### src/logic/mod_pkg.sv
`default_nettype none

package mod_pkg;

  typedef logic [14:0] mod_idx_t;    // sample index in a segment.
  typedef logic [14:0] mod_cycle_t;  // last index of a loop.
  typedef logic [15:0] mod_div_t;    // clocks per index step.
  typedef logic [31:0] mod_rep_t;
  typedef logic [7:0]  mod_sample_t;
  typedef logic        mod_seg_t;

  localparam mod_rep_t REP_INFINITE = '1;

  typedef struct packed {
    mod_cycle_t cycle_0;
    mod_div_t   freq_div_0;
    mod_cycle_t cycle_1;
    mod_div_t   freq_div_1;
  } mod_cfg_t;

  typedef struct packed {
    mod_seg_t req_segment;
    mod_rep_t rep;
  } mod_req_t;

  typedef struct packed {
    mod_idx_t idx_0;
    mod_idx_t idx_1;
    logic     wrap_0;  // idx_0 just returned to 0.
    logic     wrap_1;
  } mod_tick_t;

  typedef struct packed {
    mod_seg_t segment;
    logic     stop;
    mod_idx_t idx;     // index of the active segment.
  } mod_cnt_t;

  typedef struct packed {
    logic        en;
    mod_seg_t    segment;
    mod_idx_t    addr;
    mod_sample_t data;
  } mod_wr_t;

  typedef enum logic [1:0] {
    ST_INFINITE,
    ST_WAIT_SWITCH,
    ST_FINITE,
    ST_STOPPED
  } swap_state_t;

endpackage

`default_nettype wire

### src/logic/mod_timer.sv
`timescale 1ns/100ps
`default_nettype none

module mod_timer (
  input  wire logic              CLK,
  input  wire logic              rst_n,
  input  wire mod_pkg::mod_cfg_t cfg,
  output mod_pkg::mod_tick_t     tick
);

  import mod_pkg::*;

  mod_cycle_t cycle   [2];
  mod_div_t   div_eff [2];
  mod_div_t   pre     [2];
  mod_idx_t   idx     [2];
  logic       wrap    [2];

  // a divider of 0 runs at full rate.
  assign cycle[0]   = cfg.cycle_0;
  assign cycle[1]   = cfg.cycle_1;
  assign div_eff[0] = (cfg.freq_div_0 == '0) ? mod_div_t'(1) : cfg.freq_div_0;
  assign div_eff[1] = (cfg.freq_div_1 == '0) ? mod_div_t'(1) : cfg.freq_div_1;

  for (genvar g = 0; g < 2; g++) begin : g_seg
    logic step;
    logic last;

    assign step = (pre[g] == div_eff[g] - mod_div_t'(1));
    assign last = (idx[g] >= cycle[g]);

    always_ff @(posedge CLK) begin
      if (!rst_n) begin
        pre[g]  <= '0;
        idx[g]  <= '0;
        wrap[g] <= 1'b0;
      end else if (step) begin
        pre[g] <= '0;
        if (last) begin
          idx[g]  <= '0;
          wrap[g] <= 1'b1;  // one cycle, with idx at 0.
        end else begin
          idx[g]  <= idx[g] + mod_idx_t'(1);
          wrap[g] <= 1'b0;
        end
      end else begin
        pre[g]  <= pre[g] + mod_div_t'(1);
        wrap[g] <= 1'b0;
      end
    end
  end

  assign tick = '{
    idx_0:  idx[0],
    idx_1:  idx[1],
    wrap_0: wrap[0],
    wrap_1: wrap[1]
  };

endmodule

`default_nettype wire

### config.mk
export PLATFORM = sky130hd
export DESIGN_NAME = mod_timer
export DESIGN_NICKNAME = d
export VERILOG_FILES = /design/src/logic/mod_pkg.sv /design/src/logic/mod_timer.sv
export SDC_FILE = /design/constraint.sdc
export NUM_CORES = 1
export LEC_CHECK = 0
export BUFFER_PORTS_ARGS = -buffer_cell sky130_fd_sc_hd__buf_2
export CORE_AREA = 8 8 101 103
export CTS_BUF_LIST = sky130_fd_sc_hd__clkbuf_4
export CTS_CLUSTER_SIZE = 25
export DETAILED_ROUTE_END_ITERATION = 12
export DIE_AREA = 0 0 109 111
export HOLD_SLACK_MARGIN = 0.05
export PLACE_DENSITY = 0.88
export SLEW_MARGIN = 20
export SYNTH_ARGS = -nofsm -noshare
export SYNTH_HDL_FRONTEND = slang
export SYNTH_SLANG_ARGS = --single-unit
### constraint.sdc
create_clock -name CLK -period 10.05 [get_ports CLK]
set_clock_uncertainty 0.1 [all_clocks]
set_input_delay 1.005 -clock CLK [delete_from_list [all_inputs] [get_ports CLK]]
set_output_delay 1.005 -clock CLK [all_outputs]
set_load 0.005 [all_outputs]
* Yosys cells after proc, flatten, opt, wreduce, memory -nomap -nowiden
Memory sizes are Yosys's and may differ from the RTL's. Index checks and enable logic that the tools add are counted.
Operators by class: bitwise logic cells 14, magnitude comparators 2, add/sub/neg operators 6, reduce and logical (&&, ||, !) cells 2, mux-type cells 45, equal/unequal tests 2
Operators by type and width (number):
- 16-bit 2-to-1 mux | 6
- 15-bit 2-to-1 mux | 4
- 1-bit 2-to-1 mux | 35
- 16-bit by 1-bit adder with 16-bit output, second input constant | 2
- 16-bit == test | 2
- 16-bit zero test | 2
- 16-bit by 1-bit subtractor with 16-bit output, second input constant | 2
- 15-bit by 1-bit adder with 15-bit output, second input constant | 2
- 15-bit >= comparator | 2
- 1-bit bitwise OR | 14
Storage, ports and cells: output and inout port bits 32, memories kept 3, bits in registers 0, RAM bits 64
Memories:
- pre | words 2, bits a word 16, read ports 2, clocked after memory_dff 0, wr ports 2, RTL line mod_timer.sv:15 | mod_div_t pre [2];
- idx | words 2, bits a word 15, read ports 2, clocked after memory_dff 0, wr ports 2, RTL line mod_timer.sv:16 | mod_idx_t idx [2];
- wrap | words 2, bits a word 1, read ports 2, clocked after memory_dff 0, wr ports 2, RTL line mod_timer.sv:17 | logic wrap [2];

* Depth between registers and ports, before layout
depth in word-level cells 10, depth in mapped cells 15, gate-level depth less buffers 11

* Worst setup path after synthesis
OpenSTA, ideal clock, no wires.
kind in2reg, start point input port cfg[7] (netlist name), end point memory idx[1][0] (netlist name), enable pin, stages on the path 12, path slack 5466 ps, required time 9577 ps, data arrival time 4111 ps, setup time 373 ps, cell sequence or4_4 -> nor3_4 -> a21oi_1 -> ha_1 -> or3b_1 -> clkbuf_1 -> nor3_1 -> xnor2_1 -> a2111oi_0 -> nand4_1 -> nor4_2 -> nand2b_1
RTL lines:
- start: declaration | RTL line mod_timer.sv:7 | input wire mod_pkg::mod_cfg_t cfg,
- end: declaration | RTL line mod_timer.sv:16

==> impl_metrics.json <==
{
  "grt_overflow_total": 0,
  "reg2reg_depth": 7,
  "drtPass1Iterations": 5,
  "cap_violations": 0,
  "crit_path_end_kind": "flop",
  "numCtsBuffers": 9,
  "synth_area_leaders": "edfxtp_1 36%, ha_1 8.5%, xnor2_1 8.4%",
  "fin_crit_ps": 4610,
  "fin_nets": 795,
  "clkTransAtPathRegs_ps": 100,
  "max_stage_delay_ps": 700,
  "io_pins": 96,
  "die_area_um2": 12100,
  "status": "finished clean",
  "track_usage_pct": 19.8,
  "path_cells": "buf_2 > nor4_1 > and3_1 > a21oi_1 > ha_1 > or4b_2 > nor3_2 > mux2i_1 > mux2i_1 > a22oi_1 > or4_1 > nand2_1",
  "hold_viol": 0,
  "postCtsResizedCells": 0,
  "cts_root_buf": "clkbuf_4",
  "fmax_ghz": 0.217,
  "ys_seq_elements": 64,
  "wirelength_met1_mm": 5.10,
  "cts.sinks": 64,
  "htree_levels": 3,
  "wl_per_cell_um": 15.2,
  "synth_top_cell_by_area": "edfxtp_1",
  "cp.required_ps": 9980,
  "synth_warnings": 0,
  "finalWirelength_mm": 12.2,
  "cts_setup_buffers": 0,
  "grt_first_pass_wirelength_mm": 20.1,
  "first_iter_violations": 289,
  "antenna_cells": 0,
  "layout-drive-gt1-share_pct": 18.0,
  "crit_fanout": 15,
  "power_density_nw_per_um2": 102,
  "final_core_util_pct": 71.6,
  "syn_area_per_cell_um2": 9.23,
  "core_um2": 8550,
  "hold_depth": 1,
  "drc_errors": 0,
  "synth-edff-count": 63,
  "fin_crit_sh_pct": 45.9,
  "fin_total_pwr_mw": 0.628,
  "yosysSeqAreaShare_pct": 36.0,
  "final-setup-viol-count": 0,
  "yosys.area.top_type_share_pct": 35.6,
  "fp.dieW_um": 109,
  "grt_pass1_vias": 4529,
  "netlist_area_um2": 5320,
  "fp.dieH_um": 111,
  "dr_wl_met2_mm": 6.13,
  "portBuffers": 95,
  "startpoint_type": "input port",
  "start_util_pct": 62.2,
  "fin_worst_hold_slack_ps": 589,
  "grt_max_degree": 31,
  "hold_buffers": 0,
  "ant_nets": 0,
  "ir_drop_uv": 72.4,
  "cts_tree": "done",
  "crit_type": "in -> reg",
  "ys_types": 52,
  "routed.top_layer": "met4",
  "worstMarginPinSlew_ps": 860,
  "viasPerCell": 5.78,
  "route.vias.total": 4670,
  "crit_top_cell": "mux2i_1",
  "setup_tns_ps": 0,
  "gp_congestion": 0.919,
  "min_path_type": "reg -> reg",
  "slew_headroom_pct": 42.6,
  "netlist_instances": 576,
  "synth_ff_type": "edfxtp_1",
  "async_flop_share_pct": 0,
  "clk-insertion-delay-late_ps": 390,
  "rows": 34,
  "syn_to_final_growth_pct": 15.2,
  "crit_path_top_delay_cell": "or4b_2",
  "worstPathArrival_ps": 4540,
  "antenna_found_initial": 0,
  "drv_slew": 0,
  "met3_length_um": 774,
  "clock_path_buffers": 2,
  "grt_setup_unrepaired": "false",
  "dpl.hpwl_mm": 9.72,
  "power.leakage_nw": 2.49
}
worst max-delay path: cells and delay by family:
kind	cells	cell delay (ps)
buffers and inverters	1	140
AOI/OAI and AO/OA	2	390
muxes	2	270
adders and majority gates	1	300
and+or+nand+nor	6	2430
state kept, by name (all words and copies together), names as in the netlist:
signal	count
idx	30
pre	32
wrap	2
cell usage after synthesis, types with 7 or more instances:
library cell / count
nor3_2: 10
nand3_1: 35
xnor2_1: 51
and4_1: 18
nand4_1: 20
or4_1: 7
nor2_1: 33
o21ai_0: 8
nand2_1: 35
and3_1: 10
inv_1: 42
xor2_1: 43
a21oi_1: 13
nand2b_1: 12
nor4_1: 15
ha_1: 36
clkbuf_1: 16
edfxtp_1: 63
nor3_1: 53
metrics by stage:
step,cells,area (um2),setup WS (ps)
2_1_floorplan,608,5440,5470
3_3_place_gp,792,5970,5130
3_5_place_dp,792,5970,5070
4_1_cts,808,6120,5480
5_1_grt,808,6120,5140
6_report,808,6120,5440
layout by cell type (no fill, tap or decap), types with 12 or more instances in the layout:
| master | n |
|---|---|
| buf_2 | 95 |
| edfxtp_1 | 63 |
| nor3_1 | 53 |
| xnor2_1 | 51 |
| xor2_1 | 43 |
| inv_1 | 42 |
| ha_1 | 36 |
| nand3_1 | 35 |
| nand2_1 | 35 |
| nor2_1 | 33 |
| conb_1 | 33 |
| nand4_1 | 20 |
| and4_1 | 18 |
| nor4_1 | 14 |
| a21oi_1 | 13 |
| nand2b_1 | 12 |
path summary, 6_finish.rpt:
path / to / from / slack [ps]
setup reg to reg: idx[1][0] / pre[1][7] / 6980
hold reg to reg: idx[1][0] / idx[1][0] / 590
hold / removal: idx[1][0] / idx[1][0] / 590
setup / recovery: idx[0][2] / cfg[41] / 5440
layout make-up:
| type | instances | area, um2 |
|---|---|---|
| multi-input cells | 480 | 3270 |
| fillers | 671 | 2430 |
| flip-flops and latches | 64 | 1910 |
| repair buffers | 98 | 498 |
| inverters | 42 | 158 |
| well taps | 108 | 135 |
| clock buffers | 10 | 75.1 |
| clock inverters | 6 | 75.1 |
metal layers:
metal	GRT usage, %	vias to the layer above
li1	-	2321
met1	23.9	2185
met2	34.0	136
met3	3.26	28
met4	7.49	0
met5	0	-
cell families (layout without fill, tap and decap cells):
group,after synthesis,after routing,synth area share [%]
multiplexers,5,5,0.941
buffers and inverters,64,156,4.87
other,1,33,0.0705
adder cells (fa/ha/maj),36,36,8.47
XOR/XNOR,94,94,15.5
AO/OA/AOI/OAI,49,49,6.14
flip-flops,64,64,36.0
AND/OR/NAND/NOR,263,263,28.1
where the power goes:
part / total [mW] / internal (mW) / switching [mW]
combinational: 0.113 / 0.0518 / 0.0616
sequential: 0.327 / 0.307 / 0.0193
clock: 0.188 / 0.101 / 0.0868
total: 0.628 / 0.460 / 0.168
Power figures use the tool's default switching activity.
