File: config.mk
export PLATFORM = sky130hd
export DESIGN_NAME = mod_swapchain
export DESIGN_NICKNAME = d
export VERILOG_FILES = /design/src/logic/mod_pkg.sv /design/src/logic/mod_swapchain.sv
export SDC_FILE = /design/constraint.sdc
export NUM_CORES = 1
export LEC_CHECK = 0
export BUFFER_PORTS_ARGS = -buffer_cell sky130_fd_sc_hd__buf_4
export CORE_MARGIN = 3
export CORE_UTILIZATION = 35
export DETAILED_ROUTE_END_ITERATION = 16
export PLACE_DENSITY_LB_ADDON = 0.12
export SLEW_MARGIN = 20
export SYNTH_ARGS = -nofsm -noshare
export SYNTH_HDL_FRONTEND = slang
export SYNTH_SLANG_ARGS = --single-unit
export TNS_END_PERCENT = 100
File: constraint.sdc
create_clock -name CLK -period 2.3 [get_ports CLK]
set_clock_uncertainty 0.15 [all_clocks]
set_input_delay 0.575 -clock CLK [delete_from_list [all_inputs] [get_ports CLK]]
set_output_delay 0.575 -clock CLK [all_outputs]
set_load 0.02 [all_outputs]
File: src/logic/mod_pkg.sv
`default_nettype none

package mod_pkg;

  typedef logic [14:0] mod_idx_t;    // sample index in a segment.
  typedef logic [14:0] mod_cycle_t;  // last index of a loop.
  typedef logic [15:0] mod_div_t;    // clocks per index step.
  typedef logic [31:0] mod_rep_t;
  typedef logic [7:0]  mod_sample_t;
  typedef logic        mod_seg_t;

  localparam mod_rep_t REP_INFINITE = '1;

  typedef struct packed {
    mod_cycle_t cycle_0;
    mod_div_t   freq_div_0;
    mod_cycle_t cycle_1;
    mod_div_t   freq_div_1;
  } mod_cfg_t;

  typedef struct packed {
    mod_seg_t req_segment;
    mod_rep_t rep;
  } mod_req_t;

  typedef struct packed {
    mod_idx_t idx_0;
    mod_idx_t idx_1;
    logic     wrap_0;  // idx_0 just returned to 0.
    logic     wrap_1;
  } mod_tick_t;

  typedef struct packed {
    mod_seg_t segment;
    logic     stop;
    mod_idx_t idx;     // index of the active segment.
  } mod_cnt_t;

  typedef struct packed {
    logic        en;
    mod_seg_t    segment;
    mod_idx_t    addr;
    mod_sample_t data;
  } mod_wr_t;

  typedef enum logic [1:0] {
    ST_INFINITE,
    ST_WAIT_SWITCH,
    ST_FINITE,
    ST_STOPPED
  } swap_state_t;

endpackage

`default_nettype wire

File: src/logic/mod_swapchain.sv
`timescale 1ns/100ps
`default_nettype none

module mod_swapchain (
  input  wire logic               CLK,
  input  wire logic               rst_n,
  input  wire logic               update_settings,
  input  wire mod_pkg::mod_req_t  req,
  input  wire mod_pkg::mod_tick_t tick,
  output mod_pkg::mod_seg_t       segment,
  output logic                    stop,
  output mod_pkg::mod_idx_t       idx
);

  import mod_pkg::*;

  swap_state_t state;
  mod_seg_t    req_seg_r;  // pending segment.
  mod_rep_t    rep_r;
  mod_rep_t    loop_cnt;   // loops done since the switch.

  logic wrap_req;
  logic wrap_act;
  logic no_change;

  assign wrap_req = req_seg_r ? tick.wrap_1 : tick.wrap_0;
  assign wrap_act = segment ? tick.wrap_1 : tick.wrap_0;

  // infinite request for the playing segment, not stopped.
  assign no_change = (req.rep == REP_INFINITE) &&
                     (req.req_segment == segment) &&
                     (state != ST_STOPPED);

  assign idx = segment ? tick.idx_1 : tick.idx_0;

  always_ff @(posedge CLK) begin
    if (update_settings) begin
      req_seg_r <= req.req_segment;
      rep_r     <= req.rep;
    end
  end

  always_ff @(posedge CLK) begin
    if (!rst_n) begin
      state    <= ST_INFINITE;
      segment  <= 1'b0;
      stop     <= 1'b0;
      loop_cnt <= '0;
    end else if (update_settings) begin
      // a new strobe replaces any pending request.
      if (no_change) begin
        state <= ST_INFINITE;
      end else begin
        state <= ST_WAIT_SWITCH;
        stop  <= 1'b0;
      end
    end else begin
      case (state)
        ST_WAIT_SWITCH: begin
          if (wrap_req) begin
            segment  <= req_seg_r;
            loop_cnt <= '0;
            state    <= (rep_r == REP_INFINITE) ? ST_INFINITE : ST_FINITE;
          end
        end
        ST_FINITE: begin
          if (wrap_act) begin
            if (loop_cnt == rep_r) begin
              state <= ST_STOPPED;
              stop  <= 1'b1;  // held until the next strobe.
            end else begin
              loop_cnt <= loop_cnt + mod_rep_t'(1);
            end
          end
        end
        ST_STOPPED: begin
          stop <= 1'b1;
        end
        default: begin
          state <= ST_INFINITE;
        end
      endcase
    end
  end

endmodule

`default_nettype wire

# After elaboration in Yosys (flattened, before gate mapping)
# Index checks and enable logic that the tools add are counted.
dict set report classes {
  order_cmp 0
  multipliers 0
  bitwise 1
  n_eq_ne 16
  n_shift 0
  mux 19
  add_sub_neg 1
  div_mod_pow 0
  n_reduce_logical 8
}
# cell count
set op_table {}
lappend op_table {{32-bit 2-to-1 mux} 3}
lappend op_table {{32-bit == test, second input constant} 2}
lappend op_table {{32-bit one-hot mux with 2 select lines} 1}
lappend op_table {{32-bit by 1-bit adder with 32-bit output, second input constant} 1}
lappend op_table {{32-bit == test} 1}
lappend op_table {{15-bit 2-to-1 mux} 1}
lappend op_table {{2-bit != test, second input constant} 6}
lappend op_table {{2-bit 2-to-1 mux} 5}
lappend op_table {{3-bit != test, second input constant} 3}
lappend op_table {{4-bit AND reduction} 2}
lappend op_table {{1-bit 2-to-1 mux} 7}
lappend op_table {{2-bit one-hot mux with 3 select lines} 1}
lappend op_table {{5-bit AND reduction} 1}
lappend op_table {{2-bit == test, second input constant} 2}
lappend op_table {{3-bit AND reduction} 1}
lappend op_table {{3-bit nonzero test} 1}
lappend op_table {{2-bit by 1-bit == test with 1-bit output, second input constant} 1}
lappend op_table {{1-bit logical AND} 2}
lappend op_table {{1-bit one-hot mux with 2 select lines} 1}
lappend op_table {{2-bit nonzero test} 1}
lappend op_table {{1-bit == test} 1}
lappend op_table {{1-bit inverter} 1}
dict set report word_totals {
  in_bits 68
  word_cells 51
  out_inout_bits 17
  mem_count 0
  ram_bits 0
  latch_bits 0
  ff_bits 69
  rom_bits 0
}

# Logic depth before layout (Yosys ltp)
# Gate-level depths: netlist of run 1.
dict set report depth {
  word_depth 5
  depth_mapped 11
  ltp_nobuf 8
}

# Worst setup path after synthesis of run 1
# Ideal clock, no wire load.
dict set report synth_path {
  kind {register to output}
  from {register segment}
  to {output idx[10]}
  path_stages_with_launch 4
  n_path_buf 2
  setup_slack_ns -0.028
  required_ns 1.575
  arrival_ns 1.603
  cell_sequence {dfxtp_1 clkbuf_1 clkbuf_1 mux2_2}
}
dict set report synth_via {
  elab_chain_len 1
}
# element line_no
set synth_lines {}
lappend synth_lines {{start: declaration} mod_swapchain.sv:10} ;# output mod_pkg::mod_seg_t segment,
lappend synth_lines {{start signal: assignment} mod_swapchain.sv:61} ;# segment <= req_seg_r;
lappend synth_lines {{15-bit 2-to-1 mux} mod_swapchain.sv:34} ;# assign idx = segment ? tick.idx_1 : tick.idx_0;
lappend synth_lines {{end: declaration} mod_swapchain.sv:12} ;# output mod_pkg::mod_idx_t idx
# No other way between the ends.

# Worst setup path in the final report of run 1
dict set report layout_path {
  from {register req_seg_r}
  to {register loop_cnt[9]}
}
dict set report layout_via {
  elab_chain_len 3
}
# element line_no
set layout_lines {}
lappend layout_lines {{start: declaration} mod_swapchain.sv:18} ;# mod_seg_t req_seg_r;
lappend layout_lines {{start signal: assignment} mod_swapchain.sv:38} ;# req_seg_r <= req.req_segment;
lappend layout_lines {{1-bit 2-to-1 mux} mod_swapchain.sv:26} ;# assign wrap_req = req_seg_r ? tick.wrap_1 : tick.wrap_0;
lappend layout_lines {{2-bit != test (no line)} -}
lappend layout_lines {{5-bit AND reduction (no line)} -}
lappend layout_lines {{end signal: assignment} mod_swapchain.sv:72} ;# loop_cnt <= loop_cnt + mod_rep_t'(1);
lappend layout_lines {{end: declaration} mod_swapchain.sv:20} ;# mod_rep_t loop_cnt;
# No other way between the ends.
# A chain may end at the register's enable or synchronous reset.

==> flow_metrics.env, run 1 <==
export IMPL_antenna_found_initial=0
export IMPL_yosys_area_top_type="edfxtp_1"
export IMPL_cellLeakagePower_nw=2.135
export IMPL_crit_type="reg2reg"
export IMPL_postRouteAntennaNets=0
export IMPL_gp_congestion=0.8346
export IMPL_grt_max_degree=41
export IMPL_peakVddDrop_uv=350.4
export IMPL_clk_insertion_delay_late_ps=350
export IMPL_violations="negative setup slack"
export IMPL_cts_root_buffer="clkbuf_8"
export IMPL_reg2reg_to="loop_cnt[9]"
export IMPL_area_growth_pct=41.02
export IMPL_final_min_clock_period_ps=2310
export IMPL_cts_tree="done"
export IMPL_end_kind="flop"
export IMPL_cp_num_cells=7
export IMPL_outcome="finished, violations left"
export IMPL_cp_data_arrival_time_ps=2440
export IMPL_wl_mm=11.22
export IMPL_setup_worst_path_start_class="flop"
export IMPL_fp_row_count=37
export IMPL_drt_first_pass_iters=4
export IMPL_vias=3423
export IMPL_finalCritPeriodShare_pct=100.4
export IMPL_cts_hold_buf=0
export IMPL_synth_warnings=0
export IMPL_fin_ws_ps=-10.32
export IMPL_syn_avg_cell_area_um2=10.51
export IMPL_crit_family="simple AND/OR/NAND/NOR gates"
export IMPL_timing_rr_start="req_seg_r"
export IMPL_wl_met1_mm=5.286
export IMPL_core_area_mm2=0.01046
export IMPL_cp_required_ps=2430
export IMPL_grt_overflow=0
export IMPL_yosysUniqueCellTypes=60
export IMPL_ys_ff_latch=69
export IMPL_powerDensity_mw_per_mm2=487.2
export IMPL_worstPathMaxFanout=8
export IMPL_r2r_cells=7
export IMPL_cts_sinks=69
export IMPL_numCtsBuffers=9
export IMPL_port_buffers=84
export IMPL_synth_top_area_share_pct=26.05
export IMPL_crit_chain="mux2i_2 > a211o_4 > nor2_8 > o21ai_4 > buf_4 > or4_1 > o21ai_1"
export IMPL_via_per_inst=5.274
export IMPL_dr_wl_met3_um=531
export IMPL_n_antenna_cell=0
export IMPL_maxCapViolations=0
export IMPL_max_freq_ghz=0.4328
export IMPL_top_layer_used="met4"
export IMPL_setup_viol=1
export IMPL_rsz0062_at_grt="true"
export IMPL_regArea_mm2=0.001713
export IMPL_slew_headroom_pct=68.60
export IMPL_hp_start="req[7]"
export IMPL_cts_buffer_depth=2
export IMPL_clk_pin_slew_ps=80
export IMPL_p_total_mw=2.613
export IMPL_dieArea_mm2=0.01215
export IMPL_worst_slew_pin_slew_ps=469.9
export IMPL_slowest_stage="or4_1"
export IMPL_hold_path_class="in2reg"
export IMPL_yosys_top_cells_area="edfxtp_1 (26%), dfxtp_1 (19%), xor2_1 (7.6%)"
export IMPL_hold_depth=1
export IMPL_io_pins=85
export IMPL_die_h_um=110.2
export IMPL_multi_input_area_mm2=0.002095
export IMPL_ys_seq_area_share_pct=45.00
export IMPL_synth_nets=434
export IMPL_drt_initial_drc_count=135
export IMPL_dpl_hpwl_mm=8.591
export IMPL_synth_edf_count=33
export IMPL_syn_instance_count=362
export IMPL_cp_num_buf_inv=1
export IMPL_hold_viol_final=0
export IMPL_nNetsFinal=580
export IMPL_async_flop_share_pct=0
export IMPL_slew_violations=0
export IMPL_ff2ff_setup_slack_ps=-10
export IMPL_ys_flop_type="dfxtp_1"
export IMPL_grt_pass1_wl_mm=16.79
export IMPL_wl_met2_mm=5.241
export IMPL_hold_path_endpoint="rep_r[7]"
export IMPL_h_tree_depth=3
export IMPL_initial_core_util_pct=36.35
export IMPL_drive_above_1_share_pct=41.91
export IMPL_syn_area_mm2=0.003804
export IMPL_grt_usage_pct=18.65
export IMPL_fillCellCount=1014
export IMPL_die_w_um=110.2
export IMPL_route_detailed_drc=0
export IMPL_wl_per_cell_um=17.29
export IMPL_first_global_vias=3137
export IMPL_max_stage_delay_ps=510
export IMPL_pre_cts_slack_ps=-193.7
==> through the flow <==
step	util (%)	instance area, µm²	hold WS [ps]	std cells	TNS, ps
4_1_cts	50.00	5231	247.4	647	-13.20
3_5_place_dp	47.94	5016	352.8	627	-1731
5_1_grt	51.27	5364	231.6	649	-850.5
2_1_floorplan	-	3805	304.4	362	0
3_3_place_gp	47.94	5016	352.4	627	-836.3
6_report	51.27	5364	261.1	649	-10.32
==> repair_timing <==
action,CTS,global route
resized for setup,4,22
setup endpoints to repair,17,34
pin swaps,6,7
cloned,1,0
buffers inserted,3,2
==> layer usage <==
metal | up-vias | track usage [%]
met4 | 0 | 5.453
met2 | 96 | 28.29
li1 | 1689 | -
met3 | 15 | 3.611
met1 | 1623 | 26.97
met5 | - | 0
==> area by class of cell <==
type / count / area share [%]
multi-input combinational: 271 / 39.05
timing repair buffer: 152 / 22.39
inverter: 5 / 0.3499
clock inverter: 7 / 0.7931
tap: 136 / 3.172
sequential: 69 / 31.93
clock buffer: 9 / 2.309
==> power breakdown <==
part / total (mW) / internal (mW) / switching, mW
combinational: 0.360 / 0.197 / 0.163
clock: 0.869 / 0.383 / 0.485
sequential: 1.38 / 1.34 / 0.0419
total: 2.61 / 1.92 / 0.690
==> cell usage in the layout (no fill, tap or decap), types with 4 or more instances in the layout <==
cell / count
inv_1: 5
or4_1: 11
o31ai_1: 10
mux2_2: 16
nor3_1: 4
buf_4: 143
buf_6: 6
edfxtp_1: 33
nand3_1: 13
nor2_1: 6
mux2i_1: 9
nand2_1: 34
o21ai_1: 4
nand4_1: 22
nand2b_1: 10
nor4_2: 8
clkbuf_8: 9
xor2_1: 33
o211ai_1: 14
dfxtp_1: 35
nor4_1: 10
==> kinds of logic (layout without fill, tap and decap cells) <==
kind of cell    Yosys count  in the layout  synth area share, %
fa+ha+maj                 4              4                1.316
xor+xnor                 33             33                7.599
mux                      26             26                7.368
flops                    69             69                45.00
compound gates           58             59                11.65
buf+inv                  23            173                3.092
simple gates            149            149                23.98
==> synthesized netlist by cell type (3+ instances only) <==
cell and instances:
edfxtp_1 33, dfxtp_1 36, buf_4 3, nand4_1 22, nor4_1 17, o211ai_1 14, mux2_2 16, buf_2 3
clkbuf_1 8, and2_1 3, ha_1 4, o311ai_0 3, nor2_1 6, xor2_1 33, nand3_1 14, nand2_1 34
o21a_1 3, o21ai_1 6, or4_1 11, and3_1 3, inv_1 5, nand2b_1 10, mux2i_1 10, nor3_1 5
o31ai_1 10
==> how the worst max path moves through the flow <==
stage | slack [ps] | start | to
2_1_floorplan | 90 | segment | idx[10]
3_3_place_gp | -160 | tick[0] | loop_cnt[9]
3_5_place_dp | -190 | tick[0] | loop_cnt[13]
4_1_cts | -10 | req_seg_r | loop_cnt[19]
5_1_grt | -80 | rep_r[10] | loop_cnt[8]
6_report | -10 | req_seg_r | loop_cnt[9]
==> registers in the layout, summed over array words and instances (netlist names) <==
name	flops
rep_r	32
state	2
stop	1
loop_cnt	32
segment	1
req_seg_r	1
Power figures use the tool's default switching activity.
==> inputs of run 2 (changes only) <==
BUFFER_PORTS_ARGS = -buffer_cell sky130_fd_sc_hd__buf_2   (was -buffer_cell sky130_fd_sc_hd__buf_4)
==> run 2 against run 1 <==
Critical path depth shrank 1. Clock power rose by 4.9%. Worst setup slack improved by 18 ps. Combinational power down 8.6%. Power grew 0.38%. Sequential power about the same. Sequential cell count did not move. The run now ends clean. Count of clock-buffer cells in the layout unchanged. Register-to-register slack improved by 20 ps. Cell area fell by 2.1%. Via count up 0.88%. Largest power group unchanged. Wire length is 2.2% higher.
==> flow_metrics.env, run 2 (synthesized netlist as in run 1, its figures left out) <==
export IMPL_outcome="completed"
export IMPL_layoutNonFillerInstCount=657
export IMPL_fin_util_pct=50.22
export IMPL_die_h_um=110.2
export IMPL_cp_data_arrival_time_ps=2420
export IMPL_clk_pin_slew_ps=90
export IMPL_startpoint="loop_cnt[3]"
export IMPL_peakVddDrop_uv=379.8
export IMPL_crit_end="loop_cnt[31]"
export IMPL_drt_initial_drc_count=134
export IMPL_dieArea_mm2=0.01215
export IMPL_r2r_cells=6
export IMPL_placed_cell_area_mm2=0.004851
export IMPL_worstPathMaxFanout=6
export IMPL_numCtsBuffers=9
export IMPL_die_w_um=110.2
export IMPL_area_growth_pct=38.13
export IMPL_post_place_cells=633
export IMPL_layout_common_cells="buf_2 (84), buf_4 (68), nand2_1 (34)"
export IMPL_worst_slew_pin_slew_ps=524.7
export IMPL_io_pins=85
export IMPL_cp_required_ps=2430
export IMPL_first_global_vias=3163
export IMPL_max_freq_ghz=0.4363
export IMPL_drt_first_pass_iters=4
export IMPL_cts_buffer_depth=2
export IMPL_n_antenna_cell=0
export IMPL_vias=3453
export IMPL_finalInstanceArea_mm2=0.005254
export IMPL_powerDensity_mw_per_mm2=499.3
export IMPL_p_comb_share_pct=12.5
export IMPL_grt_overflow=0
export IMPL_dpl_hpwl_mm=8.561
export IMPL_final_min_clock_period_ps=2292
export IMPL_maxCapViolations=0
export IMPL_core_area_mm2=0.01046
export IMPL_reg_top3="loop_cnt x32, rep_r x32, state x2"
export IMPL_fin_ws_ps=7.831
export IMPL_internal_power_mw=1.897
export IMPL_h_tree_depth=3
export IMPL_p_clk_share_pct=34.8
export IMPL_cellLeakagePower_nw=2.122
export IMPL_timing_rr_start="loop_cnt[3]"
export IMPL_switchingPower_uw=725.8
export IMPL_p_seq_share_pct=52.7
export IMPL_p_total_mw=2.623
export IMPL_gp_congestion=0.8570
export IMPL_cts_root_buffer="clkbuf_8"
export IMPL_setup_worst_path_start_class="flop"
export IMPL_rsz0062_at_grt="true"
export IMPL_grt_usage_pct=19.08
export IMPL_crit_type="reg2reg"
export IMPL_cts_sinks=69
export IMPL_fp_row_count=37
export IMPL_route_detailed_drc=0
export IMPL_initial_core_util_pct=36.35
export IMPL_wl_mm=11.47
export IMPL_hold_viol_final=0
export IMPL_port_buffers=84
export IMPL_end_kind="flop"
export IMPL_p_sw_share_pct=27.67
export IMPL_hold_path_class="in2reg"
export IMPL_nNetsFinal=588
export IMPL_via_per_inst=5.256
export IMPL_grt_max_degree=41
export IMPL_wl_per_cell_um=17.46
export IMPL_pre_cts_slack_ps=-241.3
export IMPL_reg2reg_to="loop_cnt[31]"
export IMPL_antenna_found_initial=0
export IMPL_grt_pass1_wl_mm=17.19
export IMPL_final_common_cell="buf_2"
export IMPL_slew_headroom_pct=65.02
export IMPL_cts_tree="done"
export IMPL_fillCellCount=994
export IMPL_finalCritPeriodShare_pct=99.66
export IMPL_ff2ff_setup_slack_ps=8
export IMPL_slew_violations=0
export IMPL_setup_viol=0
export IMPL_postRouteAntennaNets=0
export IMPL_drive_above_1_share_pct=44.34
export IMPL_clk_insertion_delay_late_ps=360
[run 2: metrics by stage]
stage          hold slack, ps  setup TNS [ps]
3_5_place_dp            346.0           -2581
5_1_grt                 234.0           -1268
6_report                255.0               0
3_3_place_gp            342.7           -1766
4_1_cts                 236.7          -101.4
2_1_floorplan           304.4               0
[run 2: what timing repair did]
item	in CTS	in global routing
gates resized for setup	8	29
hold buffers	0	0
setup endpoints to repair	22	34
endpoints found under the hold margin	0	0
pin swaps	3	18
setup buffers	1	6
gates cloned	2	0
[run 2: worst max-delay path, stage by stage (launching register included)]
cell     delay [ps]
dfxtp_1         380
buf_4           150
and4_4          260
nand4_4         110
or4_4           600
nor4_4          320
mux2i_1         240
[run 2: how the worst min path moves through the flow]
stage	startpoint	end	cells past startpoint
after floorplan	loop_cnt[31]	loop_cnt[31]	2
after global placement	stop	stop	1
after detailed placement	stop	stop	1
after CTS	req[28]	rep_r[28]	1
after global routing	req[20]	rep_r[20]	1
final	req[4]	rep_r[4]	1
[run 2: power groups by stage]
stage / Combinational, mW / Clock, mW / Sequential (mW)
after floorplan: 0.144 / 0 / 1.40
after global placement: 0.302 / 0 / 1.41
after detailed placement: 0.307 / 0 / 1.41
after CTS: 0.317 / 0.943 / 1.38
after global routing: 0.358 / 0.992 / 1.39
final: 0.329 / 0.912 / 1.38
[run 2: layer usage]
metal,wire (µm),part of all wire (%),vias up,GRT usage [%]
li1,-,-,1715,-
met1,5188,45,1625,26.37
met2,5386,47,101,29.94
met3,720,6.3,12,4.601
met4,177,1.5,0,5.101
met5,0,0,-,0
[run 2: final cells by class]
| class | instances | area [µm²] | area share, % |
|---|---|---|---|
| well taps | 136 | 170.2 | 3.239 |
| multi-input cells | 272 | 2147 | 40.87 |
| inverters | 5 | 18.77 | 0.3572 |
| clock buffers | 9 | 123.9 | 2.358 |
| repair buffers | 159 | 1027 | 19.55 |
| flip-flops and latches | 69 | 1717 | 32.67 |
| clock inverters | 7 | 50.05 | 0.9526 |
